==> config.mk <==
export PLATFORM = sky130hd
export DESIGN_NAME = loopFilterTop
export DESIGN_NICKNAME = d
export VERILOG_FILES = /design/src/design/loopDataPkg.sv /design/src/design/loopCtrlPkg.sv /design/src/design/errorFrontEnd.sv /design/src/design/proportionalPath.sv /design/src/design/integralPath.sv /design/src/design/loopCombiner.sv /design/src/design/loopFilterTop.sv
export SDC_FILE = /design/constraint.sdc
export NUM_CORES = 1
export LEC_CHECK = 0
export BUFFER_PORTS_ARGS = -buffer_cell sky130_fd_sc_hd__buf_2
export CAP_MARGIN = 40
export CORE_MARGIN = 5
export CORE_UTILIZATION = 30
export DETAILED_ROUTE_END_ITERATION = 16
export PLACE_DENSITY = 0.48
export SYNTH_ARGS = -nofsm -noshare
export SYNTH_HDL_FRONTEND = slang
export SYNTH_SLANG_ARGS = --single-unit
==> constraint.sdc <==
create_clock -name clk -period 8.7 [get_ports clk]
set_clock_uncertainty 0.05 [all_clocks]
set_input_delay 0.435 -clock clk [delete_from_list [all_inputs] [get_ports clk]]
set_output_delay 0.435 -clock clk [all_outputs]
set_load 0.005 [all_outputs]
==> src/design/loopDataPkg.sv <==
/*
  Loop filter data path types.
  Phase-error sample, gain selector and the 32-bit frequency word,
  plus the power-of-two gain scaling shared by the lead and lag paths.
*/

package loopDataPkg;

    typedef logic signed [11:0] errorSample;   // raw phase error from the detector
    typedef logic        [4:0]  gainCode;      // 0 is off, 11 is unity
    typedef logic signed [31:0] freqWord;      // scaled errors, accumulator, output

    // gain code g scales by 2**(g-11)
    // code 31 lands the sample in the top 12 bits of the word
    function automatic freqWord scaleError(
        input errorSample err,
        input gainCode    gain
    );
        freqWord wide;
        freqWord scaled;
        wide = {{20{err[11]}}, err};   // sign extend first
        if (gain == 5'd0) begin
            scaled = '0;
        end else if (gain < 5'd11) begin
            scaled = wide >>> (5'd11 - gain);   // floors toward minus infinity
        end else begin
            scaled = wide <<< (gain - 5'd11);
        end
        return scaled;
    endfunction

endpackage

==> src/design/loopCtrlPkg.sv <==
/*
  Loop filter control types.
  Configuration that steers the filter and the status it reports back.
*/

package loopCtrlPkg;

    typedef struct packed {
        loopDataPkg::gainCode lead;         // proportional gain
        loopDataPkg::gainCode lag;          // integral gain
        logic                 invertError;  // flip error polarity
        logic                 zeroError;    // open the loop
        loopDataPkg::freqWord limit;        // accumulator clamp, non-negative
    } loopConfig;

    typedef struct packed {
        logic        satPos;      // accumulator pinned at +limit
        logic        satNeg;      // accumulator pinned at -limit
        logic [15:0] lockCount;   // consecutive small errors
    } loopStatus;

endpackage

==> src/design/errorFrontEnd.sv <==
/*
  Error front end of the loop filter.
  Accepts one phase-error sample per four-phase req/ack cycle, holding off
  while the output port is still busy. Conditions the sample (invert or
  zero), strobes it into both filter paths and keeps a count of
  consecutive samples whose magnitude is below the sync threshold.
*/

`timescale 1ns/1ps

module errorFrontEnd #(
    parameter int lockCountWidth = 16
) (
    input  logic                          clk,
    input  logic                          reset,
    input  logic                          inReq,
    input  loopDataPkg::errorSample       inError,
    output logic                          inAck,
    input  logic [11:0]                   syncThreshold,
    input  loopCtrlPkg::loopConfig        cfg,
    input  logic                          outBusy,
    output logic                          sampleStrobe,
    output loopDataPkg::errorSample       condError,
    output logic [lockCountWidth-1:0]     lockCount
);

    typedef enum logic {
        stIdle,
        stAcked
    } frontState;

    frontState               state;
    loopDataPkg::errorSample shapedError;
    logic [11:0]             absError;
    logic                    smallError;
    logic                    accept;

    // take a sample only when the last result has left the output port
    assign accept = (state == stIdle) && inReq && !outBusy;
    assign inAck  = (state == stAcked);

    always_comb begin
        if (cfg.zeroError) begin
            shapedError = '0;
        end else if (cfg.invertError) begin
            shapedError = -inError;
        end else begin
            shapedError = inError;
        end
    end

    // lock detect looks at the raw error, before conditioning
    assign absError   = inError[11] ? -inError : inError;   // -2048 maps to 2048 unsigned
    assign smallError = absError < syncThreshold;

    // four-phase handshake on the input side
    always_ff @(posedge clk) begin
        if (reset) begin
            state        <= stIdle;
            sampleStrobe <= 1'b0;
        end else begin
            sampleStrobe <= accept;   // one pulse per captured sample
            case (state)
                stIdle: if (accept) state <= stAcked;
                stAcked: if (!inReq) state <= stIdle;   // req dropped, release ack
                default: state <= stIdle;
            endcase
        end
    end

    always_ff @(posedge clk) begin
        if (accept) begin
            condError <= shapedError;
        end
    end

    always_ff @(posedge clk) begin
        if (reset) begin
            lockCount <= '0;
        end else if (accept) begin
            if (!smallError) begin
                lockCount <= '0;   // one big error breaks the run
            end else if (lockCount != '1) begin
                lockCount <= lockCount + 1'b1;
            end
        end
    end

endmodule

==> src/design/proportionalPath.sv <==
/*
  Proportional (lead) path of the loop filter.
  Scales each strobed error by the lead gain and registers the term,
  flagging it valid for one cycle.
*/

`timescale 1ns/1ps

module proportionalPath (
    input  logic                    clk,
    input  logic                    reset,
    input  logic                    sampleStrobe,
    input  loopDataPkg::errorSample condError,
    input  loopDataPkg::gainCode    lead,
    output loopDataPkg::freqWord    leadTerm,
    output logic                    leadValid
);

    loopDataPkg::freqWord scaledTerm;

    assign scaledTerm = loopDataPkg::scaleError(condError, lead);

    // valid lines up with the integral path, both one cycle after the strobe
    always_ff @(posedge clk) begin
        if (reset) begin
            leadValid <= 1'b0;
        end else begin
            leadValid <= sampleStrobe;
        end
    end

    // term holds between updates
    always_ff @(posedge clk) begin
        if (sampleStrobe) begin
            leadTerm <= scaledTerm;
        end
    end

endmodule

==> src/design/integralPath.sv <==
/*
  Integral (lag) path of the loop filter.
  Adds the lag-scaled error to a running accumulator and clamps it to
  the symmetric range -limit to +limit. The saturation flags report which
  side, if any, the last update was clamped to. clearAccum empties the
  accumulator and flags and wins over a coinciding update.
*/

`timescale 1ns/1ps

module integralPath (
    input  logic                    clk,
    input  logic                    reset,
    input  logic                    sampleStrobe,
    input  loopDataPkg::errorSample condError,
    input  loopDataPkg::gainCode    lag,
    input  loopDataPkg::freqWord    limit,
    input  logic                    clearAccum,
    output loopDataPkg::freqWord    lagAccum,
    output logic                    satPos,
    output logic                    satNeg,
    output logic                    lagValid
);

    loopDataPkg::freqWord lagTerm;
    logic signed [32:0]   wideSum;
    logic signed [32:0]   upperLimit;
    logic signed [32:0]   lowerLimit;

    assign lagTerm = loopDataPkg::scaleError(condError, lag);

    // one guard bit, so the sum and the bounds compare without overflow
    assign wideSum    = {lagAccum[31], lagAccum} + {lagTerm[31], lagTerm};
    assign upperLimit = {limit[31], limit};
    assign lowerLimit = -upperLimit;

    always_ff @(posedge clk) begin
        if (reset || clearAccum) begin
            lagAccum <= '0;
            satPos   <= 1'b0;
            satNeg   <= 1'b0;
        end else if (sampleStrobe) begin
            if (wideSum > upperLimit) begin
                lagAccum <= limit;                 // pinned high
                satPos   <= 1'b1;
                satNeg   <= 1'b0;
            end else if (wideSum < lowerLimit) begin
                lagAccum <= lowerLimit[31:0];      // pinned low
                satPos   <= 1'b0;
                satNeg   <= 1'b1;
            end else begin
                lagAccum <= wideSum[31:0];         // in range, guard bit is redundant
                satPos   <= 1'b0;
                satNeg   <= 1'b0;
            end
        end
    end

    // still pulses on a cleared update so the combiner emits a result
    always_ff @(posedge clk) begin
        if (reset) begin
            lagValid <= 1'b0;
        end else begin
            lagValid <= sampleStrobe;
        end
    end

endmodule

==> src/design/loopCombiner.sv <==
/*
  Output stage of the loop filter.
  Sums the lead term and the lag accumulator into the frequency word and
  hands it to the oscillator over a four-phase req/ack port. Busy stays
  high until that port is back to idle, which throttles the input side.
*/

`timescale 1ns/1ps

module loopCombiner (
    input  logic                 clk,
    input  logic                 reset,
    input  loopDataPkg::freqWord leadTerm,
    input  logic                 leadValid,
    input  loopDataPkg::freqWord lagAccum,
    input  logic                 lagValid,
    output logic                 outReq,
    input  logic                 outAck,
    output loopDataPkg::freqWord outFreq,
    output logic                 outBusy
);

    typedef enum logic [1:0] {
        stIdle,
        stRequest,   // word presented, waiting for ack
        stRelease    // req dropped, waiting for ack to fall
    } combState;

    combState state;

    assign outReq  = (state == stRequest);
    assign outBusy = (state != stIdle);

    always_ff @(posedge clk) begin
        if (reset) begin
            state   <= stIdle;
            outFreq <= '0;
        end else begin
            case (state)
                stIdle: begin
                    if (leadValid && lagValid) begin
                        outFreq <= leadTerm + lagAccum;   // wraps at 32 bits
                        state   <= stRequest;
                    end
                end
                stRequest: if (outAck) state <= stRelease;
                stRelease: if (!outAck) state <= stIdle;
                default: state <= stIdle;
            endcase
        end
    end

endmodule

==> src/design/loopFilterTop.sv <==
/*
  Loop filter top level.
  Lead/lag filter for a tracking loop: a conditioned phase error feeds a
  proportional path and a clamped integral path, whose sum goes to the
  oscillator as a 32-bit frequency word. Both ports are four-phase req/ack.
*/

`timescale 1ns/1ps

module loopFilterTop #(
    parameter int lockCountWidth = 16
) (
    input  logic                    clk,
    input  logic                    reset,
    input  logic                    inReq,
    input  loopDataPkg::errorSample inError,
    output logic                    inAck,
    input  loopCtrlPkg::loopConfig  cfg,
    input  logic [11:0]             syncThreshold,
    input  logic                    clearAccum,
    output logic                    outReq,
    input  logic                    outAck,
    output loopDataPkg::freqWord    outFreq,
    output loopCtrlPkg::loopStatus  status
);

    logic                        sampleStrobe;
    loopDataPkg::errorSample     condError;
    logic [lockCountWidth-1:0]   lockCount;
    loopDataPkg::freqWord        leadTerm;
    logic                        leadValid;
    loopDataPkg::freqWord        lagAccum;
    logic                        lagValid;
    logic                        satPos;
    logic                        satNeg;
    logic                        outBusy;

    errorFrontEnd #(
        .lockCountWidth(lockCountWidth)
    ) i_frontEnd (
        .clk, .reset, .inReq, .inError, .inAck, .syncThreshold, .cfg,
        .outBusy, .sampleStrobe, .condError, .lockCount
    );

    proportionalPath i_lead (
        .clk, .reset, .sampleStrobe, .condError,
        .lead(cfg.lead), .leadTerm, .leadValid
    );

    integralPath i_lag (
        .clk, .reset, .sampleStrobe, .condError,
        .lag(cfg.lag), .limit(cfg.limit), .clearAccum,
        .lagAccum, .satPos, .satNeg, .lagValid
    );

    loopCombiner i_combiner (
        .clk, .reset, .leadTerm, .leadValid, .lagAccum, .lagValid,
        .outReq, .outAck, .outFreq, .outBusy
    );

    assign status.satPos    = satPos;
    assign status.satNeg    = satNeg;
    assign status.lockCount = 16'(lockCount);   // status field is fixed at 16 bits

endmodule

==> results of run 1 <==
## power breakdown
| group | internal, uW | total [uW] | switching [uW] |
|---|---|---|---|
| Sequential | 669 | 705 | 35.8 |
| Clock | 429 | 761 | 331 |
| Combinational | 417 | 1090 | 673 |
| Total | 1520 | 2560 | 1040 |
## registers in the layout, summed over array words and instances, names as in the netlist, 2 cells and up
register,cells
i_frontEnd.condError,12
i_combiner.outFreq,32
i_combiner.state,2
i_frontEnd.lockCount,16
i_lead.leadTerm,32
i_lag.lagAccum,32
## per-layer routing
metal,up-vias,global-route usage [%],share of wire (%)
met1,6767,24.80,46
li1,7252,-,-
met4,4,6.258,3.0
met3,82,3.245,5.2
met5,-,0,0.028
met2,407,29.87,46
## area by class of cell
type	instances	area share [%]
clock inverter	15	1.025
timing repair buffer	155	5.446
sequential	131	18.60
clock buffer	17	2.583
inverter	124	2.826
tap	615	4.671
antenna	4	0.06077
multi-input combinational	1597	64.79
## cell usage in the layout (no fill, tap or decap), drive strengths merged, types with 8 or more instances in the layout
cell type / n
nor2: 148
dfxtp: 87
nor3: 41
o21bai: 8
clkinv: 9
or2: 9
or3: 16
o21a: 20
nor2b: 18
a21oi: 214
buf: 155
inv: 126
nand2: 218
o22ai: 9
a21o: 39
a211oi: 18
xnor2: 71
o31ai: 16
and3: 13
and2: 9
mux2: 11
a22oi: 8
o21ai: 160
nor4: 12
clkbuf: 17
a2111oi: 8
ha: 154
nand2b: 24
o211ai: 45
mux2i: 84
nand3: 65
xor2: 33
a31oi: 18
nand4: 21
or4: 11
edfxtp: 44
## per-stage QoR
| step | area (sq um) | hold WS [ns] | setup slack, ns |
|---|---|---|---|
| floorplan | 14560 | 0.3914 | 1.724 |
| global placement | 15780 | 0.3909 | 0.9285 |
| detailed placement | 15870 | 0.3912 | 0.7888 |
| CTS | 16460 | 0.1365 | 1.288 |
| global route | 16470 | 0.1447 | 0.7099 |
| finish | 16470 | 0.1590 | 1.124 |
## logic make-up (layout without fill, tap and decap cells)
| group | after synthesis | count (layout) | share of synthesized area, % |
|---|---|---|---|
| other | 0 | 4 | 0 |
| AOI/OAI and AO/OA | 618 | 618 | 25.96 |
| adders and majority gates | 156 | 156 | 13.51 |
| buffers and inverters | 222 | 311 | 5.894 |
| xor gates and xnor gates | 104 | 104 | 6.358 |
| muxes | 98 | 98 | 7.088 |
| and+or+nand+nor | 621 | 621 | 20.16 |
| DFF | 131 | 131 | 21.03 |
## critical path, delay by kind of cell
| kind | cells | cell delay, ns |
|---|---|---|
| buffers and inverters | 5 | 1.23 |
| muxes | 1 | 0.37 |
| AOI/OAI and AO/OA | 16 | 3.64 |
| and+or+nand+nor | 4 | 0.72 |
| xor gates and xnor gates | 1 | 0.33 |
| adders and majority gates | 3 | 1.10 |
## path summary, 6_finish.rpt
| kind | start | slack, ns | end |
|---|---|---|---|
| max | cfg[34] | 1.12 | i_lag.lagAccum[6] |
| max reg2reg | i_frontEnd.condError[10] | 1.30 | i_lag.lagAccum[6] |
| min reg2reg | i_combiner.outFreq[24] | 0.40 | i_combiner.outFreq[24] |
| min | outAck | 0.16 | i_combiner.state[1] |
==> flow_summary.ini, run 1 <==
[status]
status = finished clean

[route]
drtAntennaViolNets = 0
vias_per_cell = 5.460
wire_per_inst_microns = 18.90
drc = 0
drt_iter0_drc = 958
totalWireLength_mm = 50.24
vias = 14510
drtPass1Iterations = 6

[floorplan]
start_util_pct = 30.44
die_w_microns = 230.3
die_area_sq_mm = 0.05305
num_io_pins = 125
core_sq_mm = 0.04785
die_y_microns = 230.3
row_count = 80

[clock_network]
ctsResizeCount = 0
numClockSinks = 131
post-cts-setup-buffers = 0
htree_levels = 4
clock_latency_ns = 0.46
cts_buffers = 17
cts_tree = built
cts-root-buf = clkbuf_16
cts_buffer_depth = 2
clk_pin_slew_worst_paths_ns = 0.07
hold_buffers = 0

[placed_design]
numPortBuffers = 124
place_hpwl_mm = 40.14
place.gp.congestion = 0.9327
dpl.cell_count = 2622

[sta]
tightest_slew_ns = 0.8966
relSlewSlack_pct = 39.80
slew_viol_final = 0
rsz0062_at_grt = no
hold_viol = 0
finalSetupViolCount = 0
period_needed_ns = 7.576
fin_crit_sh_pct = 87.08
tns_ns = 0
fmax_mhz = 132.0

[synthesis]
ys_ff_latch = 131
async_flop_share_pct = 0
synth_edf_count = 44
dominantRegCellSynth = dfxtp_1
yosysTopAreaCell = ha_1
yosysUniqueCellTypes = 82
syn_area_sq_mm = 0.01456
syn_nets = 2179
ys_warn_count = 0
syn_inst = 1950
yosys-top-cells-count = 218 x nand2_1, 213 x a21oi_1, 154 x ha_1, 148 x nor2_1, 148 x o21ai_0
ys_seq_area_share_pct = 21.03
syn_area_per_cell_sq_um = 7.468
synth_top_area_share_pct = 13.23
synth.most_common_cell = nand2_1
synth_area_leaders = ha_1 13%, dfxtp_1 12%, edfxtp_1 9.1%

[worst_setup_path]
slowest_stage = buf_2
arrival_ns = 7.88
rr_worst_depth = 29
start_kind = primary input
crit_type = primary input to register
crit_path_end_kind = register
worst-path-max-fanout = 40
worst_path_most_repeated_cell = a21oi_1
slowest_delay_ns = 0.52
cp.required_ns = 9.00

[cells_and_area]
fin_util_pct = 34.43
final_layout_size_suffix_gt1_share_pct = 11.53
seq_area_sq_mm = 0.003064
multi_input_area_sq_mm = 0.01067
final_nets = 2255
nFillCells = 5126
instances_no_fill = 2658
area_growth_pct = 13.11

[global_routing]
grt.total_usage_pct = 18.42
grt_pass1_vias = 13750
grt_max_degree = 44
grt_antenna_before_repair = 6
grt_overflow = 0
grt_pass1_wl_mm = 78.26

[power_and_ir_drop]
vdd_drop_max_uv = 107.3
power.density_mw_per_mm2 = 155.2
p_leak_uw = 0.007157
p_total_uw = 2556

[min_path]
hold_depth = 2
min_path_type = primary input to register

[flow_run]
cap_violations = 0
Note: power is estimated with default switching activity, not from simulation.
==> run 2: changes to the inputs <==
Settings changed: PLACE_DENSITY 0.48 to 0.54.
==> flow_summary.ini, run 2 (same netlist as run 1, synthesis figures left out) <==
[global_routing]
grt_max_degree = 44
grt.total_usage_pct = 18.32
grt_antenna_before_repair = 4
grt_pass1_vias = 13910
grt_pass1_wl_mm = 78.24
grt_overflow = 0

[cells_and_area]
fin_util_pct = 34.37
area_growth_pct = 12.91
final_cell_mix = 218 x nand2_1, 213 x a21oi_1, 154 x ha_1
instances_no_fill = 2654
layout_commonest_cell = nand2_1
final_nets = 2252
reg_top3 = i_combiner.outFreq (32), i_lag.lagAccum (32), i_lead.leadTerm (32)
final_layout_size_suffix_gt1_share_pct = 11.35

[clock_network]
numClockSinks = 131
post-cts-setup-buffers = 0
clk_pin_slew_worst_paths_ns = 0.06
htree_levels = 4
cts-root-buf = clkbuf_16
ctsResizeCount = 0
cts_tree = built
cts_buffer_depth = 2
clock_latency_ns = 0.47
hold_buffers = 0
cts_buffers = 17

[sta]
tns_ns = 0
relSlewSlack_pct = 39.19
hold_viol = 0
tightest_slew_ns = 0.9122
rsz0062_at_grt = no
finalSetupViolCount = 0
fin_crit_sh_pct = 85.31
fmax_mhz = 134.7
period_needed_ns = 7.422
slew_viol_final = 0

[worst_setup_path]
slowest_stage = xor2_1
worst-path-max-fanout = 14
worst_path_most_repeated_cell = a21oi_1
arrival_ns = 7.72
crit_path_end_kind = register
crit_type = primary input to register
cp.required_ns = 9.00
slowest_delay_ns = 0.66
start_kind = primary input

[route]
vias = 14530
wire_per_inst_microns = 18.68
dr_wl_met2_mm = 23.07
dr_wl_met3_mm = 2.342
drc = 0
drtAntennaViolNets = 0
vias_per_cell = 5.474
highest-signal-layer = met5
drt-met1-wl_mm = 23.05
drtPass1Iterations = 5
drt_iter0_drc = 1190
totalWireLength_mm = 49.58

[floorplan]
start_util_pct = 30.44
core_sq_mm = 0.04785
num_io_pins = 125
die_y_microns = 230.3
row_count = 80
die_w_microns = 230.3
die_area_sq_mm = 0.05305

[placed_design]
dpl.cell_count = 2619
numPortBuffers = 124
place_hpwl_mm = 39.62
place.gp.congestion = 0.9493

[power_and_ir_drop]
vdd_drop_max_uv = 93.18
power.share.switching_pct = 41.02
comb_power_share_pct = 43.0
p_seq_share_pct = 28.1
internal_power_uw = 1481
power.density_mw_per_mm2 = 152.7
p_leak_uw = 0.007143
p_sw_uw = 1030
pwr-share-clk_pct = 28.8

[flow_run]
cap_violations = 0

[status]
status = finished clean

[min_path]
min_path_type = primary input to register
run 2: cell types whose count changed in the layout (fill, tap and decap cells not counted):
| cell | before | now |
|---|---|---|
| diode_2 | 4 | 3 |
| clkinvlp_4 | 0 | 1 |
| clkinvlp_2 | 2 | 0 |
| buf_16 | 1 | 2 |
| bufinv_16 | 2 | 1 |
| clkinv_4 | 3 | 4 |
| clkinv_2 | 0 | 1 |
| buf_4 | 27 | 23 |
| clkinv_1 | 6 | 7 |
| inv_6 | 7 | 6 |
run 2: worst max-delay path: cells and delay by family:
family | cells | cell delay [ns]
buffers and inverters | 5 | 1.14
xor gates and xnor gates | 2 | 0.94
and+or+nand+nor | 5 | 0.58
adders and majority gates | 4 | 1.02
AOI/OAI and AO/OA | 14 | 3.36
muxes | 1 | 0.25
run 2: power groups by stage:
stage / Clock [uW] / Combinational, uW / Sequential, uW
3_3_place_gp: 0 / 1050 / 719
4_1_cts: 746 / 1070 / 706
2_1_floorplan: 0 / 772 / 699
5_1_grt: 769 / 1200 / 708
6_report: 724 / 1080 / 706
3_5_place_dp: 0 / 1060 / 719
run 2: final cells by class:
class	instances	area, sq um
Inverter	124	465.4
Timing Repair Buffer	152	894.6
Clock inverter	15	145.1
Tap cell	615	769.5
Fill cell	5099	31400
Clock buffer	17	425.4
Sequential cell	131	3064
Multi-Input combinational cell	1597	10670
Antenna cell	3	7.507
run 2: metrics by stage:
step | hold WS [ns] | power (uW) | cell area [sq um] | setup slack [ns]
2_1_floorplan | 0.3914 | 1471 | 14560 | 1.724
3_3_place_gp | 0.3904 | 1770 | 15770 | 0.9177
3_5_place_dp | 0.3918 | 1783 | 15870 | 0.8833
4_1_cts | 0.1216 | 2521 | 16440 | 1.382
5_1_grt | 0.1494 | 2676 | 16440 | 0.6701
6_report | 0.1571 | 2510 | 16440 | 1.278
run 2: path summary, 6_finish.rpt:
path | from | end | slack [ns] | cells after the start
worst max register to register | i_frontEnd.condError[10] | i_lag.lagAccum[20] | 1.46 | 29
worst max-delay path | cfg[36] | i_lag.lagAccum[20] | 1.28 | 31
worst min register to register | i_combiner.outFreq[4] | i_combiner.outFreq[4] | 0.40 | 2
worst min-delay path | inReq | i_frontEnd.inAck | 0.16 | 2
run 2: layer usage:
layer	vias up	track usage (%)
met2	369	30.49
met3	53	3.133
met5	-	0
met1	6863	24.45
met4	4	5.324
li1	7240	-
